`config.mk`:
```
export PLATFORM = sky130hd
export DESIGN_NAME = rp_lite_top
export DESIGN_NICKNAME = d
export VERILOG_FILES = /design/src/rp_bus_pkg.sv /design/src/rp_dsp_pkg.sv /design/src/adc_frontend.sv /design/src/dac_offset_stage.sv /design/src/housekeeping_regs.sv /design/src/rp_lite_top.sv /design/src/sys_bus_decoder.sv
export SDC_FILE = /design/constraint.sdc
export NUM_CORES = 1
export LEC_CHECK = 0
export ABC_AREA = 1
export BUFFER_PORTS_ARGS = -buffer_cell sky130_fd_sc_hd__buf_2
export CAP_MARGIN = 20
export CORE_AREA = 2 2 147 149
export DETAILED_ROUTE_END_ITERATION = 16
export DIE_AREA = 0 0 149 151
export GPL_TIMING_DRIVEN = 1
export PLACE_DENSITY = 0.8
export SETUP_SLACK_MARGIN = 0.2
export SYNTH_ARGS = -nofsm -noshare
export SYNTH_HDL_FRONTEND = slang
export SYNTH_HIERARCHICAL = 1
export SYNTH_SLANG_ARGS = --single-unit
```
`constraint.sdc`:
```
create_clock -name adc_clk -period 2.8 [get_ports adc_clk]
set_input_delay 0.14 -clock adc_clk [delete_from_list [all_inputs] [get_ports adc_clk]]
set_output_delay 0.14 -clock adc_clk [all_outputs]
set_load 0.03 [all_outputs]
```
`src/rp_bus_pkg.sv`:
```
package rp_bus_pkg;

  ////////////////////////////////////////////////////////////
  // system bus geometry
  ////////////////////////////////////////////////////////////

  localparam int BUS_AW      = 32;
  localparam int BUS_DW      = 32;
  localparam int BUS_SW      = BUS_DW / 8;  // one sel bit per byte lane
  localparam int NUM_REGIONS = 8;
  localparam int REGION_LSB  = 20;          // region field sits at addr[22:20]
  localparam int REGION_W    = 3;
  localparam int REG_OFS_W   = 8;           // register offset inside a region

  // housekeeping widths
  localparam int EXP_W = 8;   // expansion connector, per side
  localparam int LED_W = 8;
  localparam logic [BUS_DW-1:0] HK_ID_VALUE = 32'h5250_1a01;  // board id word

  // request from the master, held until ack
  typedef struct packed {
    logic [BUS_AW-1:0] addr;
    logic [BUS_DW-1:0] wdata;
    logic [BUS_SW-1:0] sel;   // byte enables, writes only
    logic              wen;   // one cycle strobe
    logic              ren;   // one cycle strobe
  } sys_req_t;

  // slave answer, valid for the single ack cycle
  typedef struct packed {
    logic [BUS_DW-1:0] rdata;
    logic              err;
    logic              ack;
  } sys_rsp_t;

  typedef enum logic [REGION_W-1:0] {
    REGION_DSP = 3'd0,  // dac offset regs
    REGION_HK  = 3'd3   // housekeeping
  } bus_region_e;

  // regions with a real slave behind them, the rest get a dummy ack
  localparam logic [NUM_REGIONS-1:0] REGION_USED =
    (NUM_REGIONS'(1) << REGION_DSP) | (NUM_REGIONS'(1) << REGION_HK);

  typedef enum logic [REG_OFS_W-1:0] {
    OFS_A = 8'h00,
    OFS_B = 8'h04
  } dsp_reg_e;

  typedef enum logic [REG_OFS_W-1:0] {
    HK_ID        = 8'h00,
    HK_EXP_P_DIR = 8'h10,
    HK_EXP_N_DIR = 8'h14,
    HK_EXP_P_OUT = 8'h18,
    HK_EXP_N_OUT = 8'h1C,
    HK_EXP_P_IN  = 8'h20,
    HK_EXP_N_IN  = 8'h24,
    HK_LED       = 8'h30,
    HK_LOOP      = 8'h40
  } hk_reg_e;

endpackage

```
`src/rp_dsp_pkg.sv`:
```
package rp_dsp_pkg;

  ////////////////////////////////////////////////////////////
  // sample formats
  ////////////////////////////////////////////////////////////

  localparam int ADC_PIN_W = 16;  // two lsbs not driven by the 14 bit part
  localparam int SAMPLE_W  = 14;

  typedef logic signed [SAMPLE_W-1:0] sample_t;   // two's complement
  typedef logic signed [SAMPLE_W:0]   sum_t;      // one guard bit for the add
  typedef logic        [SAMPLE_W-1:0] code_t;     // converter offset code

  typedef struct packed {
    sample_t a;
    sample_t b;
  } chan_pair_t;

  typedef struct packed {
    code_t a;
    code_t b;
  } code_pair_t;

  // clamp limits, held in sum width for direct compare
  localparam sum_t  SAMPLE_MAX = 15'sd8191;
  localparam sum_t  SAMPLE_MIN = -15'sd8192;
  localparam code_t CODE_ZERO  = 14'h1fff;    // code of a zero sample

  // converters have negative slope, msb kept and the rest inverted
  function automatic sample_t code_to_sample(input code_t c);
    return sample_t'({c[SAMPLE_W-1], ~c[SAMPLE_W-2:0]});
  endfunction

  function automatic code_t sample_to_code(input sample_t s);
    return code_t'({s[SAMPLE_W-1], ~s[SAMPLE_W-2:0]});
  endfunction

endpackage

```
`src/adc_frontend.sv`:
```
module adc_frontend import rp_dsp_pkg::*; (
  input  logic                 adc_clk,
  input  logic                 rst_n_i,
  // raw converter pins
  input  logic [ADC_PIN_W-1:0] adc_dat_a_i,
  input  logic [ADC_PIN_W-1:0] adc_dat_b_i,
  // digital loopback
  input  logic                 loop_en_i,
  input  chan_pair_t           loop_i,      // registered sums from the dac side
  output chan_pair_t           sample_o
);

  ////////////////////////////////////////////////////////////
  // input register
  ////////////////////////////////////////////////////////////

  chan_pair_t adc_q;  // signed samples, one cycle after the pins
  code_t      pin_a;
  code_t      pin_b;

  // upper 14 pin bits carry the code, bits 1:0 are dead
  assign pin_a = adc_dat_a_i[ADC_PIN_W-1 -: SAMPLE_W];
  assign pin_b = adc_dat_b_i[ADC_PIN_W-1 -: SAMPLE_W];

  // IO register, slope flip folded into the d input
  always_ff @(posedge adc_clk)
  begin
    if (!rst_n_i)
    begin
      adc_q <= '0;  // zero sample
    end
    else
    begin
      adc_q.a <= code_to_sample(pin_a);  // ch1
      adc_q.b <= code_to_sample(pin_b);  // ch2
    end
  end

  ////////////////////////////////////////////////////////////
  // loopback select
  ////////////////////////////////////////////////////////////

  // both channels switch together
  // loop_i already comes from a register so no extra stage here
  assign sample_o = loop_en_i ? loop_i : adc_q;

endmodule

```
`src/dac_offset_stage.sv`:
```
module dac_offset_stage import rp_bus_pkg::*, rp_dsp_pkg::*; (
  input  logic       adc_clk,
  input  logic       rst_n_i,
  // bus region 0
  input  sys_req_t   req_i,
  output sys_rsp_t   rsp_o,
  // sample path
  input  chan_pair_t sample_i,
  output chan_pair_t sum_o,       // registered, also fed back for loopback
  output code_pair_t dac_code_o   // to dac pins
);

  sample_t           ofs_a;      // manual offset ch1
  sample_t           ofs_b;      // manual offset ch2
  dsp_reg_e          reg_ofs;
  logic              strobe;
  logic              in_window;  // address bits between offset and region are zero
  logic              mapped;
  logic [BUS_DW-1:0] rd_val;
  logic              ack_q;
  logic              err_q;
  logic [BUS_DW-1:0] rdata_q;
  sum_t              sum_a;
  sum_t              sum_b;

  function automatic sample_t saturate(input sum_t v);
    if (v > SAMPLE_MAX)
      return sample_t'(SAMPLE_MAX);
    else if (v < SAMPLE_MIN)
      return sample_t'(SAMPLE_MIN);
    return sample_t'(v);
  endfunction

  ////////////////////////////////////////////////////////////
  // bus side
  ////////////////////////////////////////////////////////////

  assign strobe    = req_i.wen | req_i.ren;
  assign reg_ofs   = dsp_reg_e'(req_i.addr[REG_OFS_W-1:0]);
  assign in_window = (req_i.addr[REGION_LSB-1:REG_OFS_W] == '0);

  always_comb
  begin
    rd_val = '0;
    mapped = in_window;
    case (reg_ofs)
      OFS_A:   rd_val = {{(BUS_DW-SAMPLE_W){ofs_a[SAMPLE_W-1]}}, ofs_a};  // sign extended
      OFS_B:   rd_val = {{(BUS_DW-SAMPLE_W){ofs_b[SAMPLE_W-1]}}, ofs_b};
      default: mapped = 1'b0;
    endcase
  end

  always_ff @(posedge adc_clk)
  begin
    if (!rst_n_i)
    begin
      ack_q <= 1'b0;
      err_q <= 1'b0;
      ofs_a <= '0;
      ofs_b <= '0;
    end
    else
    begin
      ack_q <= strobe;            // always one cycle later
      err_q <= strobe & ~mapped;
      if (req_i.wen && mapped && reg_ofs == OFS_A)
      begin
        if (req_i.sel[0]) ofs_a[7:0] <= req_i.wdata[7:0];
        if (req_i.sel[1]) ofs_a[SAMPLE_W-1:8] <= req_i.wdata[SAMPLE_W-1:8];
      end
      if (req_i.wen && mapped && reg_ofs == OFS_B)
      begin
        if (req_i.sel[0]) ofs_b[7:0] <= req_i.wdata[7:0];
        if (req_i.sel[1]) ofs_b[SAMPLE_W-1:8] <= req_i.wdata[SAMPLE_W-1:8];
      end
    end
  end

  // read data, zero on writes and errors
  always_ff @(posedge adc_clk)
  begin
    if (strobe)
      rdata_q <= (req_i.ren && mapped) ? rd_val : '0;
  end

  assign rsp_o = '{rdata: rdata_q, err: err_q, ack: ack_q};

  ////////////////////////////////////////////////////////////
  // sample side
  ////////////////////////////////////////////////////////////

  assign sum_a = sum_t'(sample_i.a) + sum_t'(ofs_a);  // cannot overflow 15 bits
  assign sum_b = sum_t'(sample_i.b) + sum_t'(ofs_b);

  always_ff @(posedge adc_clk)
  begin
    if (!rst_n_i)
    begin
      sum_o      <= '0;
      dac_code_o <= '{a: CODE_ZERO, b: CODE_ZERO};  // mid code, not 0
    end
    else
    begin
      sum_o.a      <= saturate(sum_a);
      sum_o.b      <= saturate(sum_b);
      dac_code_o.a <= sample_to_code(sum_o.a);  // output register
      dac_code_o.b <= sample_to_code(sum_o.b);
    end
  end

endmodule

```
`src/housekeeping_regs.sv`:
```
module housekeeping_regs import rp_bus_pkg::*; (
  input  logic             adc_clk,
  input  logic             rst_n_i,
  // bus region 3
  input  sys_req_t         req_i,
  output sys_rsp_t         rsp_o,
  // expansion connector
  input  logic [EXP_W-1:0] exp_p_dat_i,
  input  logic [EXP_W-1:0] exp_n_dat_i,
  output logic [EXP_W-1:0] exp_p_dat_o,
  output logic [EXP_W-1:0] exp_n_dat_o,
  output logic [EXP_W-1:0] exp_p_dir_o,  // 1 = drive
  output logic [EXP_W-1:0] exp_n_dir_o,
  // misc
  output logic [LED_W-1:0] led_o,
  output logic             loop_en_o
);

  logic [EXP_W-1:0]  exp_p_meta;
  logic [EXP_W-1:0]  exp_n_meta;
  logic [EXP_W-1:0]  exp_p_sync;
  logic [EXP_W-1:0]  exp_n_sync;
  hk_reg_e           reg_ofs;
  logic              strobe;
  logic              mapped;
  logic              read_only;
  logic              acc_err;
  logic [BUS_DW-1:0] rd_val;
  logic              ack_q;
  logic              err_q;
  logic [BUS_DW-1:0] rdata_q;

  // pins are async to adc_clk, two flop sync
  always_ff @(posedge adc_clk)
  begin
    exp_p_meta <= exp_p_dat_i;
    exp_n_meta <= exp_n_dat_i;
    exp_p_sync <= exp_p_meta;
    exp_n_sync <= exp_n_meta;
  end

  ////////////////////////////////////////////////////////////
  // register decode
  ////////////////////////////////////////////////////////////

  assign strobe    = req_i.wen | req_i.ren;
  assign reg_ofs   = hk_reg_e'(req_i.addr[REG_OFS_W-1:0]);
  assign read_only = (reg_ofs == HK_ID) || (reg_ofs == HK_EXP_P_IN) || (reg_ofs == HK_EXP_N_IN);
  assign acc_err   = ~mapped | (req_i.wen & read_only);  // bad offset or write to ro

  always_comb
  begin
    rd_val = '0;
    mapped = (req_i.addr[REGION_LSB-1:REG_OFS_W] == '0);
    case (reg_ofs)
      HK_ID:        rd_val = HK_ID_VALUE;
      HK_EXP_P_DIR: rd_val = BUS_DW'(exp_p_dir_o);
      HK_EXP_N_DIR: rd_val = BUS_DW'(exp_n_dir_o);
      HK_EXP_P_OUT: rd_val = BUS_DW'(exp_p_dat_o);
      HK_EXP_N_OUT: rd_val = BUS_DW'(exp_n_dat_o);
      HK_EXP_P_IN:  rd_val = BUS_DW'(exp_p_sync);  // synced copy
      HK_EXP_N_IN:  rd_val = BUS_DW'(exp_n_sync);
      HK_LED:       rd_val = BUS_DW'(led_o);
      HK_LOOP:      rd_val = BUS_DW'(loop_en_o);
      default:      mapped = 1'b0;
    endcase
  end

  always_ff @(posedge adc_clk)
  begin
    if (!rst_n_i)
    begin
      ack_q       <= 1'b0;
      err_q       <= 1'b0;
      exp_p_dir_o <= '0;  // all inputs
      exp_n_dir_o <= '0;
      exp_p_dat_o <= '0;
      exp_n_dat_o <= '0;
      led_o       <= '0;
      loop_en_o   <= 1'b0;
    end
    else
    begin
      ack_q <= strobe;
      err_q <= strobe & acc_err;
      // every writable reg fits in byte lane 0
      if (req_i.wen && !acc_err && req_i.sel[0])
      begin
        case (reg_ofs)
          HK_EXP_P_DIR: exp_p_dir_o <= req_i.wdata[EXP_W-1:0];
          HK_EXP_N_DIR: exp_n_dir_o <= req_i.wdata[EXP_W-1:0];
          HK_EXP_P_OUT: exp_p_dat_o <= req_i.wdata[EXP_W-1:0];
          HK_EXP_N_OUT: exp_n_dat_o <= req_i.wdata[EXP_W-1:0];
          HK_LED:       led_o       <= req_i.wdata[LED_W-1:0];
          HK_LOOP:      loop_en_o   <= req_i.wdata[0];  // bit 0 only
          default:      ;
        endcase
      end
    end
  end

  always_ff @(posedge adc_clk)
  begin
    if (strobe)
      rdata_q <= (req_i.ren && !acc_err) ? rd_val : '0;
  end

  assign rsp_o = '{rdata: rdata_q, err: err_q, ack: ack_q};

endmodule

```
`src/rp_lite_top.sv`:
```
module rp_lite_top import rp_bus_pkg::*, rp_dsp_pkg::*; (
  input  logic                 adc_clk,
  input  logic                 rst_n_i,
  // ADC
  input  logic [ADC_PIN_W-1:0] adc_dat_a_i,
  input  logic [ADC_PIN_W-1:0] adc_dat_b_i,
  // DAC
  output code_t                dac_dat_a_o,
  output code_t                dac_dat_b_o,
  // system bus
  input  sys_req_t             sys_req_i,
  output sys_rsp_t             sys_rsp_o,
  // expansion connector
  input  logic [EXP_W-1:0]     exp_p_dat_i,
  input  logic [EXP_W-1:0]     exp_n_dat_i,
  output logic [EXP_W-1:0]     exp_p_dat_o,
  output logic [EXP_W-1:0]     exp_n_dat_o,
  output logic [EXP_W-1:0]     exp_p_dir_o,
  output logic [EXP_W-1:0]     exp_n_dir_o,
  // LED
  output logic [LED_W-1:0]     led_o
);

  sys_req_t   dsp_req;
  sys_rsp_t   dsp_rsp;
  sys_req_t   hk_req;
  sys_rsp_t   hk_rsp;
  chan_pair_t adc_sample;  // after loopback mux
  chan_pair_t dsp_sum;     // saturated sums, loop source
  code_pair_t dac_code;
  logic       loop_en;

  assign dac_dat_a_o = dac_code.a;
  assign dac_dat_b_o = dac_code.b;

  ////////////////////////////////////////////////////////////
  // blocks
  ////////////////////////////////////////////////////////////

  sys_bus_decoder u_sys_bus_decoder (
    .adc_clk   (adc_clk),
    .rst_n_i   (rst_n_i),
    .req_i     (sys_req_i),
    .rsp_o     (sys_rsp_o),
    .dsp_req_o (dsp_req),    // region 0
    .dsp_rsp_i (dsp_rsp),
    .hk_req_o  (hk_req),     // region 3
    .hk_rsp_i  (hk_rsp)
  );

  adc_frontend u_adc_frontend (
    .adc_clk     (adc_clk),
    .rst_n_i     (rst_n_i),
    .adc_dat_a_i (adc_dat_a_i),
    .adc_dat_b_i (adc_dat_b_i),
    .loop_en_i   (loop_en),
    .loop_i      (dsp_sum),
    .sample_o    (adc_sample)
  );

  dac_offset_stage u_dac_offset_stage (
    .adc_clk    (adc_clk),
    .rst_n_i    (rst_n_i),
    .req_i      (dsp_req),
    .rsp_o      (dsp_rsp),
    .sample_i   (adc_sample),
    .sum_o      (dsp_sum),
    .dac_code_o (dac_code)
  );

  housekeeping_regs u_housekeeping_regs (
    .adc_clk     (adc_clk),
    .rst_n_i     (rst_n_i),
    .req_i       (hk_req),
    .rsp_o       (hk_rsp),
    .exp_p_dat_i (exp_p_dat_i),
    .exp_n_dat_i (exp_n_dat_i),
    .exp_p_dat_o (exp_p_dat_o),
    .exp_n_dat_o (exp_n_dat_o),
    .exp_p_dir_o (exp_p_dir_o),
    .exp_n_dir_o (exp_n_dir_o),
    .led_o       (led_o),
    .loop_en_o   (loop_en)    // back to the frontend mux
  );

endmodule

```
`src/sys_bus_decoder.sv`:
```
module sys_bus_decoder import rp_bus_pkg::*; (
  input  logic     adc_clk,
  input  logic     rst_n_i,
  // master side
  input  sys_req_t req_i,
  output sys_rsp_t rsp_o,
  // region 0
  output sys_req_t dsp_req_o,
  input  sys_rsp_t dsp_rsp_i,
  // region 3
  output sys_req_t hk_req_o,
  input  sys_rsp_t hk_rsp_i
);

  bus_region_e            region;
  logic [NUM_REGIONS-1:0] cs;          // one hot chip select
  logic                   strobe;
  logic                   idle_hit;    // access lands in an unused region
  logic                   idle_ack_q;

  ////////////////////////////////////////////////////////////
  // chip select and strobe gating
  ////////////////////////////////////////////////////////////

  assign region = bus_region_e'(req_i.addr[REGION_LSB +: REGION_W]);
  assign cs     = NUM_REGIONS'(1) << req_i.addr[REGION_LSB +: REGION_W];
  assign strobe = req_i.wen | req_i.ren;

  // address, data and sel go everywhere, only the strobes are gated
  always_comb
  begin
    dsp_req_o     = req_i;
    dsp_req_o.wen = req_i.wen & cs[REGION_DSP];
    dsp_req_o.ren = req_i.ren & cs[REGION_DSP];
    hk_req_o      = req_i;
    hk_req_o.wen  = req_i.wen & cs[REGION_HK];
    hk_req_o.ren  = req_i.ren & cs[REGION_HK];
  end

  ////////////////////////////////////////////////////////////
  // unused regions
  ////////////////////////////////////////////////////////////

  assign idle_hit = !(|(cs & REGION_USED));

  // registered so the dummy ack has the same one cycle latency
  always_ff @(posedge adc_clk)
  begin
    if (!rst_n_i)
      idle_ack_q <= 1'b0;
    else
      idle_ack_q <= strobe & idle_hit;
  end

  // response mux, addr is still held when the ack comes back
  always_comb
  begin
    case (region)
      REGION_DSP: rsp_o = dsp_rsp_i;
      REGION_HK:  rsp_o = hk_rsp_i;
      default:    rsp_o = '{rdata: {BUS_DW{1'b0}}, err: 1'b0, ack: idle_ack_q};
    endcase
  end

endmodule

```
---- Word-level counts from Yosys, hierarchy flattened ----
Cells that the tools add are included.
storage, ports and cells
  flip-flop bits (word level) ............. 254
  output and inout port bits .............. 102
  logic and storage cells ................. 107
operators by class
  add/subtract/negate cells ............... 2
  order comparisons ....................... 4
  equality and inequality tests ........... 10
  shift-type cells ........................ 1
  multiplexer cells ....................... 18
  bitwise operators ....................... 18
  reductions and logical operators ........ 27
operator list
  kind                  number
  $pmux 31 s9           1
  $mux 14               6
  $pmux 34 s2           1
  $pmux 32 s2           1
  $not 13->13           4
  $eq 8x5->1 const B    4
  $add 14x14->15        2
  $gt 15x14->1 const B  2
  $lt 15x14->1 const B  2
  $mux 28               1
  $eq 8x6->1 const B    3
  $reduce_and 2->1      10
  $logic_not 12->1      1
  $reduce_or 9->1       1
  $and 1x1->1           8
  $eq 8x3->1 const B    1
  $eq 8x7->1 const B    1
  $logic_not 8->1       1
  $mux 1                8
  $logic_and 1x1->1     7
  $or 1x1->1            4
  $reduce_or 2->1       2
  $shl 1x3->4 const A   1
  $eq 3x2->1 const B    1
  other kinds (4)       7

---- Longest topological paths before layout ----
  depth in word-level cells ............... 9
  depth in mapped cells ................... 19
  mapped depth without buffers ............ 17

---- Hierarchy ----
The synthesis kept the hierarchy.
modules (own cells, without submodules)
  module             instances  cells an instance  area an instance (µm²)
  dac_offset_stage   1          683                5157.4
  housekeeping_regs  1          468                3609.7
  sys_bus_decoder    1          263                1692.9
  adc_frontend       1          151                1062.3

---- Least setup slack after synthesis ----
Ideal clock, no wire load.
  path kind ............................... reg-to-reg
  start ................................... register u_housekeeping_regs.loop_en_o
  end ..................................... register u_dac_offset_stage/sum_o[25] in the netlist's numbering
  library setup time ...................... 0.118 ns
  data arrival time ....................... 2.097 ns
  required time ........................... 2.682 ns
  path slack .............................. 0.586 ns
  stages on the path, launching flop included .. 19
  path buffers ............................ 3
  period minus slack after synthesis ...... 2.214 ns
  path through ............................ dfxtp_1 > buf_6 > buf_6 > nand2_1 > nand2_1 > ha_1 > inv_1 > fa_1 > inv_1 > nand2_1 > nand3_2 > nand2_1 > nand3_1 > nand2_2 > inv_2 > nand2_2 > buf_6 > nand3_1 > nand2_1
RTL lines
  element                   RTL line                 source
  start: declaration        housekeeping_regs.sv:16  output logic loop_en_o
  start signal: assignment  housekeeping_regs.sv:95  HK_LOOP: loop_en_o <= req_i.wdata[0];
  end: declaration          dac_offset_stage.sv:9    output chan_pair_t sum_o,

==> results.cfg <==
[clock_network]
cts-root-buf = clkbuf_16
htreeDepth = 1
cts.sinks = 213
cts-buffers-inserted = 24
clock_latency_ns = 0.53
cts_tree = done
cts_max_path_buffers = 3
clk_pin_slew_worst_paths_ns = 0.06

[finish]
fillers = 1760
final_nets = 1797
utilization_pct = 62.8
syn_to_final_growth_pct = 18.9
finalNonFillerCells = 1941
layout-drive-gt1-share_pct = 21.3

[floorplan]
io_pins = 222
die_x_um = 149
die_h_um = 151
initial_core_util_pct = 52.8
row_count = 53
dieArea_um2 = 22500
coreArea_um2 = 20800

[sta]
period_minus_slack_ns = 2.55
tightestPinTransition_ns = 1.01
fmaxAchievable_ghz = 0.393
finalWorstSetupSlack_ns = 0.254
fin_crit_sh_pct = 90.9
fin_setup_tns_ns = 0
maxSlewHeadroom_pct = 32.9
rsz0062_at_grt = no
setup_violations = 0
final-hold-violation-count = 0
whs_ns = 0.0193
finClkSkew_ns = 0.0257
maxSlewViolCount = 0

[drt]
drc = 0
wl_per_cell_um = 15.2
drtAntennaViolNets = 0
wl_um = 29500
viasPerCell = 5.10
drt_first_pass_iters = 5
routed-via-count = 9901
initialDrtViolationCount = 737

[global_routing]
antenna_found_initial = 0
grt_max_degree = 44
grt-ovfl-total = 0
track_usage_pct = 24.5
grt_pass1_wl_um = 43800
grt_pass1_vias = 9023

[synthesis]
yosys_warnings = 6
synth_area_per_cell_um2 = 7.36
netlist_area_um2 = 11000
syn_inst = 1494

[place]
place_ws_ns = 0.238
hpwl_um = 20100
finalWeightedCongestion = 0.895
port_buffers = 188
place_inst = 1828

[power_and_ir_drop]
clock_power_share_pct = 45.4
ir_worst_vdd_mv = 0.470
leakage_nw = 6.42
power.density_nw_per_um2 = 540
internal-power_mw = 5.31
power.switching_mw = 1.74
p_sw_share_pct = 24.7
combPwrFrac_pct = 8.9
seq_power_share_pct = 45.7

[setup_path]
worstPathArrival_ns = 2.95
required_ns = 3.20
critPathMaxFanout = 8
endpoint_kind = flip-flop
critical_path_class = reg -> reg
reg2reg_depth = 15
critPathLaunchType = flip-flop

[run_status]
status = completed

[min_path]
whs_path_depth = 5
worstHoldPathType = in -> reg

[run]
cap_violations = 0
[per-layer routing]
layer	vias to the layer above	GRT usage (%)	wire [um]
li1	4885	-	-
met1	4521	30.9	12100
met2	412	41.5	14000
met3	83	3.98	2170
met4	0	11.0	1190
met5	-	0	0
[sequential cells by signal (all words and copies together), names as in the netlist, 8 cells and up]
name	count
u_housekeeping_regs/exp_p_dir_o	8
u_housekeeping_regs/exp_p_dat_o	8
u_adc_frontend/adc_q	28
u_dac_offset_stage/rdata_q	14
u_housekeeping_regs/exp_p_sync	8
u_dac_offset_stage/ofs_b	14
u_housekeeping_regs/exp_n_dir_o	8
u_housekeeping_regs/led_o	8
u_dac_offset_stage/dac_code_o	28
u_housekeeping_regs/exp_n_dat_o	8
u_housekeeping_regs/exp_n_meta	8
u_dac_offset_stage/sum_o	28
u_housekeeping_regs/rdata_q	9
u_housekeeping_regs/exp_p_meta	8
u_dac_offset_stage/ofs_a	14
u_housekeeping_regs/exp_n_sync	8
[layout by cell type (no fill, tap or decap), types with 4 or more instances in the layout]
| cell type | count |
|---|---|
| buf_2 | 188 |
| nand2_4 | 6 |
| clkbuf_16 | 27 |
| clkinv_2 | 4 |
| xnor2_1 | 9 |
| xor2_1 | 8 |
| clkinv_4 | 4 |
| o21ai_0 | 13 |
| inv_1 | 143 |
| o22ai_1 | 6 |
| a21oi_2 | 7 |
| buf_4 | 14 |
| inv_2 | 12 |
| o21ai_2 | 14 |
| dfxtp_1 | 189 |
| ha_4 | 10 |
| nand3_4 | 4 |
| nor3_1 | 5 |
| nand4_1 | 37 |
| conb_1 | 16 |
| o21ai_1 | 16 |
| nand3_1 | 44 |
| inv_6 | 4 |
| nand2_2 | 13 |
| a21oi_1 | 75 |
| dlygate4sd3_1 | 60 |
| ha_1 | 12 |
| nand2_1 | 455 |
| ha_2 | 6 |
| nand4_4 | 5 |
| edfxtp_1 | 23 |
| nor2_2 | 7 |
| clkbuf_8 | 4 |
| nand3_2 | 7 |
| nor2_1 | 180 |
[final timing paths]
check                                                       start                           endpoint  slack (ns)
worst min register to register  u_housekeeping_regs/exp_p_meta[1]  u_housekeeping_regs/exp_p_sync[1]        0.32
worst max-delay path                u_housekeeping_regs/loop_en_o        u_dac_offset_stage/sum_o[3]        0.25
worst min-delay path                                sys_req_i[60]       u_sys_bus_decoder/idle_ack_q        0.02
worst max register to register      u_housekeeping_regs/loop_en_o        u_dac_offset_stage/sum_o[3]        0.25
[final cells by class]
type,count,area [um^2],share of cell area (%)
clock inverter,15,166,1.27
multi-input combinational,982,5000,38.3
antenna,1,2.50,0.0191
sequential,213,4500,34.4
timing repair buffer,268,1780,13.6
clock buffer,29,659,5.05
inverter,158,612,4.68
tap,275,344,2.63
[power groups by stage]
stage | sequential [mW] | combinational (mW) | clock (mW)
3_3_place_gp | 3.29 | 0.522 | 0
2_1_floorplan | 3.32 | 0.427 | 0
4_1_cts | 3.23 | 0.597 | 3.24
3_5_place_dp | 3.29 | 0.531 | 0
5_1_grt | 3.23 | 0.687 | 3.37
6_report | 3.22 | 0.628 | 3.20
[critical path, cell delays in order, from the launching register on]
cell     delay, ns
dfxtp_4       0.39
buf_12        0.15
nand2_1       0.06
nand2_1       0.08
ha_1          0.37
a21oi_1       0.28
nand3_2       0.18
nand2_1       0.12
nand2_1       0.06
nand2_1       0.09
nand2_4       0.09
inv_1         0.10
nand2_4       0.09
buf_4         0.17
nand3_1       0.09
nand2_1       0.08
[repair_timing]
action                                  in CTS  in global routing
hold buffers                                60                  0
setup buffers                                0                  4
resized for setup                            0                 42
endpoints found under the setup margin       0                 26
endpoints found under the hold margin      112                  0
[per-stage QoR]
stage                     power, mW  cell area, um^2
final                          7.05            13100
after global routing           7.29            13100
after CTS                      7.06            12700
after detailed placement       3.82            11300
after global placement         3.81            11300
after floorplan                3.74            11000
No activity file was read; power rests on OpenSTA's default activity.
